## config.mk

```make
export PLATFORM = sky130hd
export DESIGN_NAME = core_top
export DESIGN_NICKNAME = d
export VERILOG_FILES = /design/src/verilog/core_pkg.sv /design/src/verilog/core_regfile.sv /design/src/verilog/core_decode.sv /design/src/verilog/core_execute.sv /design/src/verilog/core_result.sv /design/src/verilog/core_control.sv /design/src/verilog/core_top.sv
export SDC_FILE = /design/constraint.sdc
export NUM_CORES = 2
export LEC_CHECK = 0
export BUFFER_PORTS_ARGS = -buffer_cell sky130_fd_sc_hd__buf_2
export CAP_MARGIN = 15
export CORE_ASPECT_RATIO = 0.5
export CORE_UTILIZATION = 60
export DETAILED_ROUTE_END_ITERATION = 8
export HOLD_SLACK_MARGIN = 0.12
export PLACE_DENSITY = 0.82
export SYNTH_ARGS = -nofsm -noshare
export SYNTH_HDL_FRONTEND = slang
export SYNTH_HIERARCHICAL = 1
export SYNTH_SLANG_ARGS = --single-unit
```

## constraint.sdc

```tcl
create_clock -name clock -period 13 [get_ports clock]
set_input_delay 1.3 -clock clock [delete_from_list [all_inputs] [get_ports clock]]
set_output_delay 1.3 -clock clock [all_outputs]
set_load 0.005 [all_outputs]
```

## src/verilog/core_pkg.sv

```systemverilog
package core_pkg;

	typedef logic [31:0] xlen_t;
	typedef logic [31:0] addr_t;
	typedef logic [31:0] inst_t;
	typedef logic [4:0]  reg_idx_t;

	localparam addr_t RESET_PC = 32'h20000000;

	localparam logic [6:0] OP_LUI    = 7'b0110111;
	localparam logic [6:0] OP_AUIPC  = 7'b0010111;
	localparam logic [6:0] OP_JAL    = 7'b1101111;
	localparam logic [6:0] OP_JALR   = 7'b1100111;
	localparam logic [6:0] OP_BRANCH = 7'b1100011;
	localparam logic [6:0] OP_LOAD   = 7'b0000011;
	localparam logic [6:0] OP_STORE  = 7'b0100011;
	localparam logic [6:0] OP_IMM    = 7'b0010011;
	localparam logic [6:0] OP_REG    = 7'b0110011;

	typedef enum logic [3:0] {
		ALU_ADD, ALU_SUB, ALU_SLL, ALU_SLT, ALU_SLTU, ALU_XOR,
		ALU_SRL, ALU_SRA, ALU_OR, ALU_AND, ALU_PASS_B // pass-b for lui
	} alu_op_t;

	typedef enum logic [2:0] {
		CLS_ALU, CLS_LOAD, CLS_STORE, CLS_BRANCH, CLS_JAL, CLS_JALR, CLS_ILLEGAL
	} inst_class_t;

	typedef enum logic [2:0] {
		FETCH, WAIT_INST, EXEC, MEM, WB
	} ctrl_state_t;

	typedef struct packed {
		addr_t      addr;
		xlen_t      wdata;
		logic [3:0] wstrb;
		logic       write;
	} mem_req_t;

	typedef struct packed {
		xlen_t rdata;
	} mem_rsp_t;

	typedef struct packed {
		reg_idx_t    rd;
		reg_idx_t    rs1;
		reg_idx_t    rs2;
		xlen_t       imm;
		alu_op_t     alu_op;
		inst_class_t inst_class;
		logic [2:0]  funct3;
		logic        a_pc;   // operand a is pc
		logic        b_imm;  // operand b is imm
		logic        reg_we;
	} dec_t;

endpackage

```

## src/verilog/core_regfile.sv

```systemverilog
`timescale 1ns/1ns
module core_regfile import core_pkg::*; (
	input  logic     clock,
	input  logic     arst_n,
	input  reg_idx_t raddr1,
	input  reg_idx_t raddr2,
	output xlen_t    rdata1,
	output xlen_t    rdata2,
	input  logic     wen,
	input  reg_idx_t waddr,
	input  xlen_t    wdata
);

	xlen_t regs [1:31]; // x0 has no storage

	assign rdata1 = (raddr1 == '0) ? '0 : regs[raddr1];
	assign rdata2 = (raddr2 == '0) ? '0 : regs[raddr2];

	always_ff @(posedge clock or negedge arst_n) begin
		if (!arst_n) begin
			for (int i = 1; i < 32; i++) begin
				regs[i] <= '0;
			end
		end else if (wen && waddr != '0) begin
			regs[waddr] <= wdata;
		end
	end

endmodule

```

## src/verilog/core_decode.sv

```systemverilog
`timescale 1ns/1ns
module core_decode import core_pkg::*; (
	input  inst_t inst,
	output dec_t  dec
);

	logic [6:0] opcode;
	logic [2:0] funct3;
	logic [6:0] funct7;
	xlen_t      imm_i;
	xlen_t      imm_s;
	xlen_t      imm_b;
	xlen_t      imm_u;
	xlen_t      imm_j;
	logic       alt_ok;
	logic       f7_ok;
	logic       need_f7;

	assign opcode = inst[6:0];
	assign funct3 = inst[14:12];
	assign funct7 = inst[31:25];

	assign imm_i = {{20{inst[31]}}, inst[31:20]};
	assign imm_s = {{20{inst[31]}}, inst[31:25], inst[11:7]};
	assign imm_b = {{19{inst[31]}}, inst[31], inst[7], inst[30:25], inst[11:8], 1'b0};
	assign imm_u = {inst[31:12], 12'h000};
	assign imm_j = {{11{inst[31]}}, inst[31], inst[19:12], inst[20], inst[30:21], 1'b0};

	// funct7 legality for register and shift forms
	assign alt_ok  = (funct7 == 7'h20) &&
		((funct3 == 3'b000 && opcode == OP_REG) || funct3 == 3'b101);
	assign f7_ok   = (funct7 == 7'h00) || alt_ok;
	assign need_f7 = (opcode == OP_REG) || (funct3 == 3'b001) || (funct3 == 3'b101);

	always_comb begin
		dec            = '0;
		dec.rd         = inst[11:7];
		dec.rs1        = inst[19:15];
		dec.rs2        = inst[24:20];
		dec.funct3     = funct3;
		dec.alu_op     = ALU_ADD;
		dec.inst_class = CLS_ILLEGAL;
		case (opcode)
			OP_LUI: begin
				dec.inst_class = CLS_ALU;
				dec.alu_op     = ALU_PASS_B;
				dec.imm        = imm_u;
				dec.b_imm      = 1'b1;
				dec.reg_we     = 1'b1;
			end
			OP_AUIPC: begin
				dec.inst_class = CLS_ALU;
				dec.imm        = imm_u;
				dec.a_pc       = 1'b1;
				dec.b_imm      = 1'b1;
				dec.reg_we     = 1'b1;
			end
			OP_JAL: begin
				dec.inst_class = CLS_JAL;
				dec.imm        = imm_j;
				dec.reg_we     = 1'b1;
			end
			OP_JALR: begin
				dec.imm = imm_i;
				if (funct3 == 3'b000) begin
					dec.inst_class = CLS_JALR;
					dec.reg_we     = 1'b1;
				end
			end
			OP_BRANCH: begin
				dec.imm = imm_b;
				if (funct3 != 3'b010 && funct3 != 3'b011) begin
					dec.inst_class = CLS_BRANCH;
				end
			end
			OP_LOAD: begin
				dec.imm   = imm_i;
				dec.b_imm = 1'b1;
				if (funct3 == 3'b010) begin // lw only
					dec.inst_class = CLS_LOAD;
					dec.reg_we     = 1'b1;
				end
			end
			OP_STORE: begin
				dec.imm   = imm_s;
				dec.b_imm = 1'b1;
				if (funct3 == 3'b010) begin
					dec.inst_class = CLS_STORE;
				end
			end
			OP_IMM, OP_REG: begin
				dec.imm   = imm_i;
				dec.b_imm = (opcode == OP_IMM);
				case (funct3)
					3'b000: dec.alu_op = (opcode == OP_REG && funct7[5]) ? ALU_SUB : ALU_ADD;
					3'b001: dec.alu_op = ALU_SLL;
					3'b010: dec.alu_op = ALU_SLT;
					3'b011: dec.alu_op = ALU_SLTU;
					3'b100: dec.alu_op = ALU_XOR;
					3'b101: dec.alu_op = funct7[5] ? ALU_SRA : ALU_SRL;
					3'b110: dec.alu_op = ALU_OR;
					default: dec.alu_op = ALU_AND;
				endcase
				if (!need_f7 || f7_ok) begin
					dec.inst_class = CLS_ALU;
					dec.reg_we     = 1'b1;
				end
			end
			default: ;
		endcase
	end

endmodule

```

## src/verilog/core_execute.sv

```systemverilog
`timescale 1ns/1ns
module core_execute import core_pkg::*; (
	input  dec_t  dec,
	input  addr_t pc,
	input  xlen_t rs1_data,
	input  xlen_t rs2_data,
	output xlen_t alu_result,
	output addr_t next_pc,
	output addr_t mem_addr
);

	xlen_t      op_a;
	xlen_t      op_b;
	xlen_t      alu_out;
	logic [4:0] shamt;
	addr_t      snpc;
	addr_t      pc_target;
	addr_t      jalr_target;
	logic       taken;

	assign op_a  = dec.a_pc ? pc : rs1_data;
	assign op_b  = dec.b_imm ? dec.imm : rs2_data;
	assign shamt = op_b[4:0];

	always_comb begin
		case (dec.alu_op)
			ALU_ADD:    alu_out = op_a + op_b;
			ALU_SUB:    alu_out = op_a - op_b;
			ALU_SLL:    alu_out = op_a << shamt;
			ALU_SLT:    alu_out = {31'b0, $signed(op_a) < $signed(op_b)};
			ALU_SLTU:   alu_out = {31'b0, op_a < op_b};
			ALU_XOR:    alu_out = op_a ^ op_b;
			ALU_SRL:    alu_out = op_a >> shamt;
			ALU_SRA:    alu_out = $signed(op_a) >>> shamt;
			ALU_OR:     alu_out = op_a | op_b;
			ALU_AND:    alu_out = op_a & op_b;
			default:    alu_out = op_b; // lui
		endcase
	end

	assign snpc        = pc + 32'd4;
	assign pc_target   = pc + dec.imm;
	assign jalr_target = (rs1_data + dec.imm) & ~32'd1;
	assign mem_addr    = rs1_data + dec.imm;

	always_comb begin
		case (dec.funct3)
			3'b000:  taken = (rs1_data == rs2_data);
			3'b001:  taken = (rs1_data != rs2_data);
			3'b100:  taken = ($signed(rs1_data) < $signed(rs2_data));
			3'b101:  taken = ($signed(rs1_data) >= $signed(rs2_data));
			3'b110:  taken = (rs1_data < rs2_data);
			3'b111:  taken = (rs1_data >= rs2_data);
			default: taken = 1'b0;
		endcase
	end

	always_comb begin
		case (dec.inst_class)
			CLS_JAL:    next_pc = pc_target;
			CLS_JALR:   next_pc = jalr_target;
			CLS_BRANCH: next_pc = taken ? pc_target : snpc;
			default:    next_pc = snpc;
		endcase
	end

	// link address for jumps
	assign alu_result = (dec.inst_class == CLS_JAL || dec.inst_class == CLS_JALR) ?
		snpc : alu_out;

endmodule

```

## src/verilog/core_result.sv

```systemverilog
`timescale 1ns/1ns
module core_result import core_pkg::*; (
	input  logic     clock,
	input  logic     arst_n,
	input  dec_t     dec,
	input  xlen_t    alu_result,
	input  addr_t    mem_addr,
	input  xlen_t    rs2_data,
	input  logic     mem_start,
	input  logic     wb_stage,
	output logic     dmem_req_valid,
	output mem_req_t dmem_req,
	input  logic     dmem_req_ready,
	input  logic     dmem_rsp_valid,
	input  mem_rsp_t dmem_rsp,
	output logic     mem_done,
	output logic     wb_en,
	output xlen_t    wb_data
);

	logic  pending; // request sent, response not yet seen
	xlen_t load_data;

	always_ff @(posedge clock or negedge arst_n) begin
		if (!arst_n) begin
			dmem_req_valid <= 1'b0;
			pending        <= 1'b0;
		end else begin
			if (mem_start) begin
				dmem_req_valid <= 1'b1;
			end else if (dmem_req_valid && dmem_req_ready) begin
				dmem_req_valid <= 1'b0;
			end
			if (dmem_req_valid && dmem_req_ready) begin
				pending <= 1'b1;
			end else if (dmem_rsp_valid) begin
				pending <= 1'b0;
			end
		end
	end

	// payload held until handshake
	always_ff @(posedge clock) begin
		if (mem_start) begin
			dmem_req.addr  <= mem_addr;
			dmem_req.wdata <= rs2_data;
			dmem_req.wstrb <= 4'hf;
			dmem_req.write <= (dec.inst_class == CLS_STORE);
		end
		if (dmem_rsp_valid && pending) begin
			load_data <= dmem_rsp.rdata;
		end
	end

	assign mem_done = dmem_rsp_valid && pending;

	assign wb_en   = wb_stage && dec.reg_we && (dec.rd != '0);
	assign wb_data = (dec.inst_class == CLS_LOAD) ? load_data : alu_result;

endmodule

```

## src/verilog/core_control.sv

```systemverilog
`timescale 1ns/1ns
module core_control import core_pkg::*; (
	input  logic     clock,
	input  logic     arst_n,
	input  dec_t     dec,
	input  addr_t    next_pc,
	input  logic     mem_done,
	input  logic     wb_en,
	input  xlen_t    wb_data,
	output logic     ifetch_req_valid,
	output mem_req_t ifetch_req,
	input  logic     ifetch_req_ready,
	input  logic     ifetch_rsp_valid,
	input  mem_rsp_t ifetch_rsp,
	output inst_t    inst,
	output addr_t    pc,
	output logic     mem_start,
	output logic     wb_stage,
	output logic     retire_valid,
	output addr_t    retire_pc,
	output reg_idx_t retire_rd,
	output xlen_t    retire_data
);

	ctrl_state_t state;
	logic        is_mem;

	assign is_mem = (dec.inst_class == CLS_LOAD) || (dec.inst_class == CLS_STORE);

	always_ff @(posedge clock or negedge arst_n) begin
		if (!arst_n) begin
			state            <= FETCH;
			pc               <= RESET_PC;
			ifetch_req_valid <= 1'b0;
		end else begin
			case (state)
				FETCH: begin
					if (ifetch_req_valid && ifetch_req_ready) begin
						ifetch_req_valid <= 1'b0;
						state            <= WAIT_INST;
					end else begin
						ifetch_req_valid <= 1'b1;
					end
				end
				WAIT_INST: if (ifetch_rsp_valid) state <= EXEC;
				EXEC:      state <= is_mem ? MEM : WB;
				MEM:       if (mem_done) state <= WB;
				default: begin // WB
					pc               <= next_pc;
					ifetch_req_valid <= 1'b1; // no bubble before next fetch
					state            <= FETCH;
				end
			endcase
		end
	end

	always_ff @(posedge clock) begin
		if (state == WAIT_INST && ifetch_rsp_valid) begin
			inst <= ifetch_rsp.rdata;
		end
	end

	always_comb begin
		ifetch_req       = '0;
		ifetch_req.addr  = pc;
		ifetch_req.write = 1'b0;
	end

	assign mem_start = (state == EXEC) && is_mem;
	assign wb_stage  = (state == WB);

	assign retire_valid = wb_stage;
	assign retire_pc    = pc;
	assign retire_rd    = wb_en ? dec.rd : '0;
	assign retire_data  = wb_en ? wb_data : '0;

endmodule

```

## src/verilog/core_top.sv

```systemverilog
`timescale 1ns/1ns
module core_top import core_pkg::*; (
	input  logic     clock,
	input  logic     arst_n,

	output logic     ifetch_req_valid,
	output mem_req_t ifetch_req,
	input  logic     ifetch_req_ready,
	input  logic     ifetch_rsp_valid,
	input  mem_rsp_t ifetch_rsp,

	output logic     dmem_req_valid,
	output mem_req_t dmem_req,
	input  logic     dmem_req_ready,
	input  logic     dmem_rsp_valid,
	input  mem_rsp_t dmem_rsp,

	output logic     retire_valid,
	output addr_t    retire_pc,
	output reg_idx_t retire_rd,
	output xlen_t    retire_data
);

	inst_t inst;
	dec_t  dec;
	addr_t pc;
	addr_t next_pc;
	addr_t mem_addr;
	xlen_t rs1_data;
	xlen_t rs2_data;
	xlen_t alu_result;
	xlen_t wb_data;
	logic  mem_start;
	logic  mem_done;
	logic  wb_stage;
	logic  wb_en;

	core_control control_inst (
		.clock(clock), .arst_n(arst_n), .dec(dec), .next_pc(next_pc),
		.mem_done(mem_done), .wb_en(wb_en), .wb_data(wb_data),
		.ifetch_req_valid(ifetch_req_valid), .ifetch_req(ifetch_req),
		.ifetch_req_ready(ifetch_req_ready), .ifetch_rsp_valid(ifetch_rsp_valid),
		.ifetch_rsp(ifetch_rsp), .inst(inst), .pc(pc),
		.mem_start(mem_start), .wb_stage(wb_stage),
		.retire_valid(retire_valid), .retire_pc(retire_pc),
		.retire_rd(retire_rd), .retire_data(retire_data)
	);

	core_decode decode_inst (.inst(inst), .dec(dec));

	core_regfile regfile_inst (
		.clock(clock), .arst_n(arst_n),
		.raddr1(dec.rs1), .raddr2(dec.rs2), .rdata1(rs1_data), .rdata2(rs2_data),
		.wen(wb_en), .waddr(dec.rd), .wdata(wb_data)
	);

	core_execute execute_inst (
		.dec(dec), .pc(pc), .rs1_data(rs1_data), .rs2_data(rs2_data),
		.alu_result(alu_result), .next_pc(next_pc), .mem_addr(mem_addr)
	);

	core_result result_inst (
		.clock(clock), .arst_n(arst_n), .dec(dec), .alu_result(alu_result),
		.mem_addr(mem_addr), .rs2_data(rs2_data),
		.mem_start(mem_start), .wb_stage(wb_stage),
		.dmem_req_valid(dmem_req_valid), .dmem_req(dmem_req),
		.dmem_req_ready(dmem_req_ready), .dmem_rsp_valid(dmem_rsp_valid),
		.dmem_rsp(dmem_rsp), .mem_done(mem_done), .wb_en(wb_en), .wb_data(wb_data)
	);

endmodule

```

==> impl_metrics.toml <==
[outcome]
status = "finished, violations left"
violations = "DRC"

[logic_synthesis]
synth_largest_area_cell = "dfrtp_1"
yosys-top-cells-area = "dfrtp_1 34%, mux2_2 17%, mux2i_1 10%, edfxtp_1 5.1%, mux4_2 3.8%"
synthCells = 6822
ys_types = 107
synth_async_sr_flop_share_pct = 88.9
yosysMostFrequentCell = "mux2_2"
seq_area_frac_synth_pct = 39.0
yosysWarnings = 6
synth_edf_count = 129
avgSynthCellArea_um2 = 11.1
synth_top_cells_by_count = "1121 x mux2_2, 1029 x dfrtp_1, 786 x mux2i_1"
synth_top_area_share_pct = 33.9
synthFlopType = "dfrtp_1"
syn_area_um2 = 76000
ys_ff_latch = 1159

[clock_tree]
clk_pin_slew_ns = 0.07
cts.repair.resized = 0
cts_buffer_depth = 3
clkLatencyLatePin_ns = 0.76
cts_tree = "done"
clockRootBuffer = "clkbuf_16"
htree_num_levels = 3
post_cts_buffers = 0
numClockSinks = 1159
hold_buffers = 0
cts_buffers = 104

[detailed_routing]
drt-total-wl_mm = 280
wl_per_cell_um = 33.0
drt_iter0_drc = 9565
drc = 24
top_layer = "met5"
via_count = 62100
met2RoutedLength_mm = 116
via_per_inst = 7.34
wl_met3_mm = 43.1
drtPass1Iterations = 9
wl_met1_mm = 103
drtAntennaViolNets = 0

[finish]
fillers = 9132
layout.nets = 6955
fin_util_pct = 65.2
fin_area_um2 = 81200
drive_above_1_share_pct = 29.9
synthToLayoutAreaGrowth_pct = 6.76

[pwr]
internal_power_mw = 6.90
powerDensity_nw_per_um2 = 150
power_leakage_nw = 38.4
p_comb_share_pct = 40.8
power_frac_seq_pct = 32.2
p_sw_mw = 5.26
power.share.clock_pct = 27.0
peakVddDrop_v = 0.000148
power.share.switching_pct = 43.3

[placed_design]
dp_hpwl_mm = 182
port_buffers = 238
dp_slack_ns = 2.67
gp_congestion = 1.08
place_area_um2 = 77500

[sta]
fin_crit_sh_pct = 90.5
slew_headroom_pct = 12.8
finalHoldViolations = 0
drv_slew = 0
fmax_mhz = 85.0
min_period_ns = 11.77
setup_violations = 0
fin_skew_ns = 0.0783
worstMarginPinSlew_ns = 1.31
tns_ns = 0
rsz0062_at_grt = "no"
final.setup.worst_slack_ns = 1.23
hold_ws_ns = 0.520

[critical_path]
critical_path.slowest_cell = "nor4_2"
max_stage_delay_ns = 0.99
cp.arrival_ns = 10.47
cp_common_cell = "buf_4"
critPathLaunchType = "flip-flop"
critical_path_peak_fanout = 79
path_class = "reg -> out"
cp.required_ns = 11.70
crit_chain = "buf_12, buf_4, nor2b_4, buf_4, a221o_1, a21oi_1, nor4_2, inv_1, o21a_1, buf_4, ha_1, inv_1, a2111oi_2, a2111oi_0, o31ai_1, nand2_1, a221oi_1, o221ai_1, a222oi_1, xnor2_1, o22ai_1, mux2_1, and2_1, buf_2"
end_kind = "output pin"

[floorplanning]
pin_count = 280
initial_core_util_pct = 61.1
die_w_um = 505
rows = 91
die_h_um = 254
core_area_um2 = 124000
die-area_um2 = 128000

[job]
drv_cap = 0

[grt]
track_usage_pct = 42.7
grt_pass1_vias = 60100
grt_pass1_wl_mm = 404
antenna_found_initial = 18
grt_max_degree = 179
grt-ovfl-total = 0

[worst_hold_path]
min_path_type = "reg -> reg"
per-layer routing:
metal  global-route usage, %  vias to the layer above
met4                    22.3                       20
met2                    61.1                     4764
met5                       0                        -
met1                    55.4                    31000
li1                        -                    25200
met3                    17.2                     1160
area by class of cell:
class	count	area, um2	area share [%]
Clock buffer	146	3040	3.75
Inverter	156	587	0.723
Timing Repair Buffer	431	2750	3.39
Clock inverter	50	556	0.684
Tap cell	1674	2090	2.58
Antenna cell	8	20.0	0.0247
Sequential cell	1159	29700	36.5
Multi-Input combinational cell	4837	42500	52.3
path summary, 6_finish.rpt:
check | slack [ns] | from | to | cells past startpoint
max | 1.23 | control_inst/inst[21]$_DFFE_PP_ | retire_data[30] | 24
min | 0.52 | result_inst/dmem_req_valid$_DFFE_PN0P_ | result_inst/dmem_req_valid$_DFFE_PN0P_ | 1
max reg2reg | 3.29 | control_inst/inst[21]$_DFFE_PP_ | regfile_inst/regs[574]$_DFFE_PN0P_ | 23
min reg2reg | 0.52 | result_inst/dmem_req_valid$_DFFE_PN0P_ | result_inst/dmem_req_valid$_DFFE_PN0P_ | 1
max in group asynchronous | 9.27 | arst_n | control_inst/state[2]$_DFFE_PN0P_ | 4
min in group asynchronous | 0.58 | arst_n | regfile_inst/regs[354]$_DFFE_PN0P_ | 1
power groups by stage:
stage / Combinational [mW] / Sequential (mW) / Clock (mW)
global placement: 4.62 / 3.97 / 0
floorplan: 3.06 / 3.89 / 0
global route: 5.09 / 3.92 / 3.43
finish: 4.95 / 3.92 / 3.29
CTS: 4.65 / 3.91 / 3.29
detailed placement: 4.62 / 3.97 / 0
cells by family (layout without fill, tap and decap cells):
family	count (synthesis)	count (layout)	synth area share (%)
AO/OA/AOI/OAI	1346	1346	11.9
adder cells (fa/ha/maj)	196	196	3.27
buffers and inverters	865	783	5.85
flip-flops	1159	1159	39.0
multiplexers	2073	2073	31.4
AND/OR/NAND/NOR	1067	1067	7.26
other	2	49	0.00988
XOR/XNOR	114	114	1.32
stage by stage:
stage          std cells  power [mW]
2_1_floorplan       6861        6.95
3_3_place_gp        8254        8.60
3_5_place_dp        8254        8.59
4_1_cts             8450        11.8
5_1_grt             8454        12.4
6_report            8461        12.2
placed cells by master (no fill, tap or decap), types with 70 or more instances in the layout:
cell,instances
mux4_2,128
edfxtp_1,129
mux2_2,1121
a21oi_1,268
buf_2,237
o21ai_0,168
a211oi_1,106
a22oi_1,81
nor3_1,162
inv_1,152
buf_4,185
ha_1,192
nor2b_1,72
o22ai_1,283
nor2_1,195
dfrtp_1,1028
xnor2_1,75
clkbuf_16,107
a21o_1,70
mux2i_1,784
nand2_1,232
registers in the layout, summed over array words and instances, names as in the netlist:
register	flops
result_inst/dmem_req	65
control_inst/state	3
regfile_inst/regs	992
control_inst/pc	32
control_inst/inst	32
result_inst/dmem_req_valid	1
result_inst/load_data	32
result_inst/pending	1
control_inst/ifetch_req_valid	1
critical path, delay by kind of cell, from the launching register on:
kind | cells | cell delay, ns
AOI/OAI and AO/OA | 10 | 3.53
xor gates and xnor gates | 1 | 0.13
adders and majority gates | 1 | 0.50
buffers and inverters | 7 | 2.38
DFF | 1 | 0.38
muxes | 1 | 0.91
and+or+nand+nor | 4 | 1.73
No activity file was read; power rests on OpenSTA's default activity.
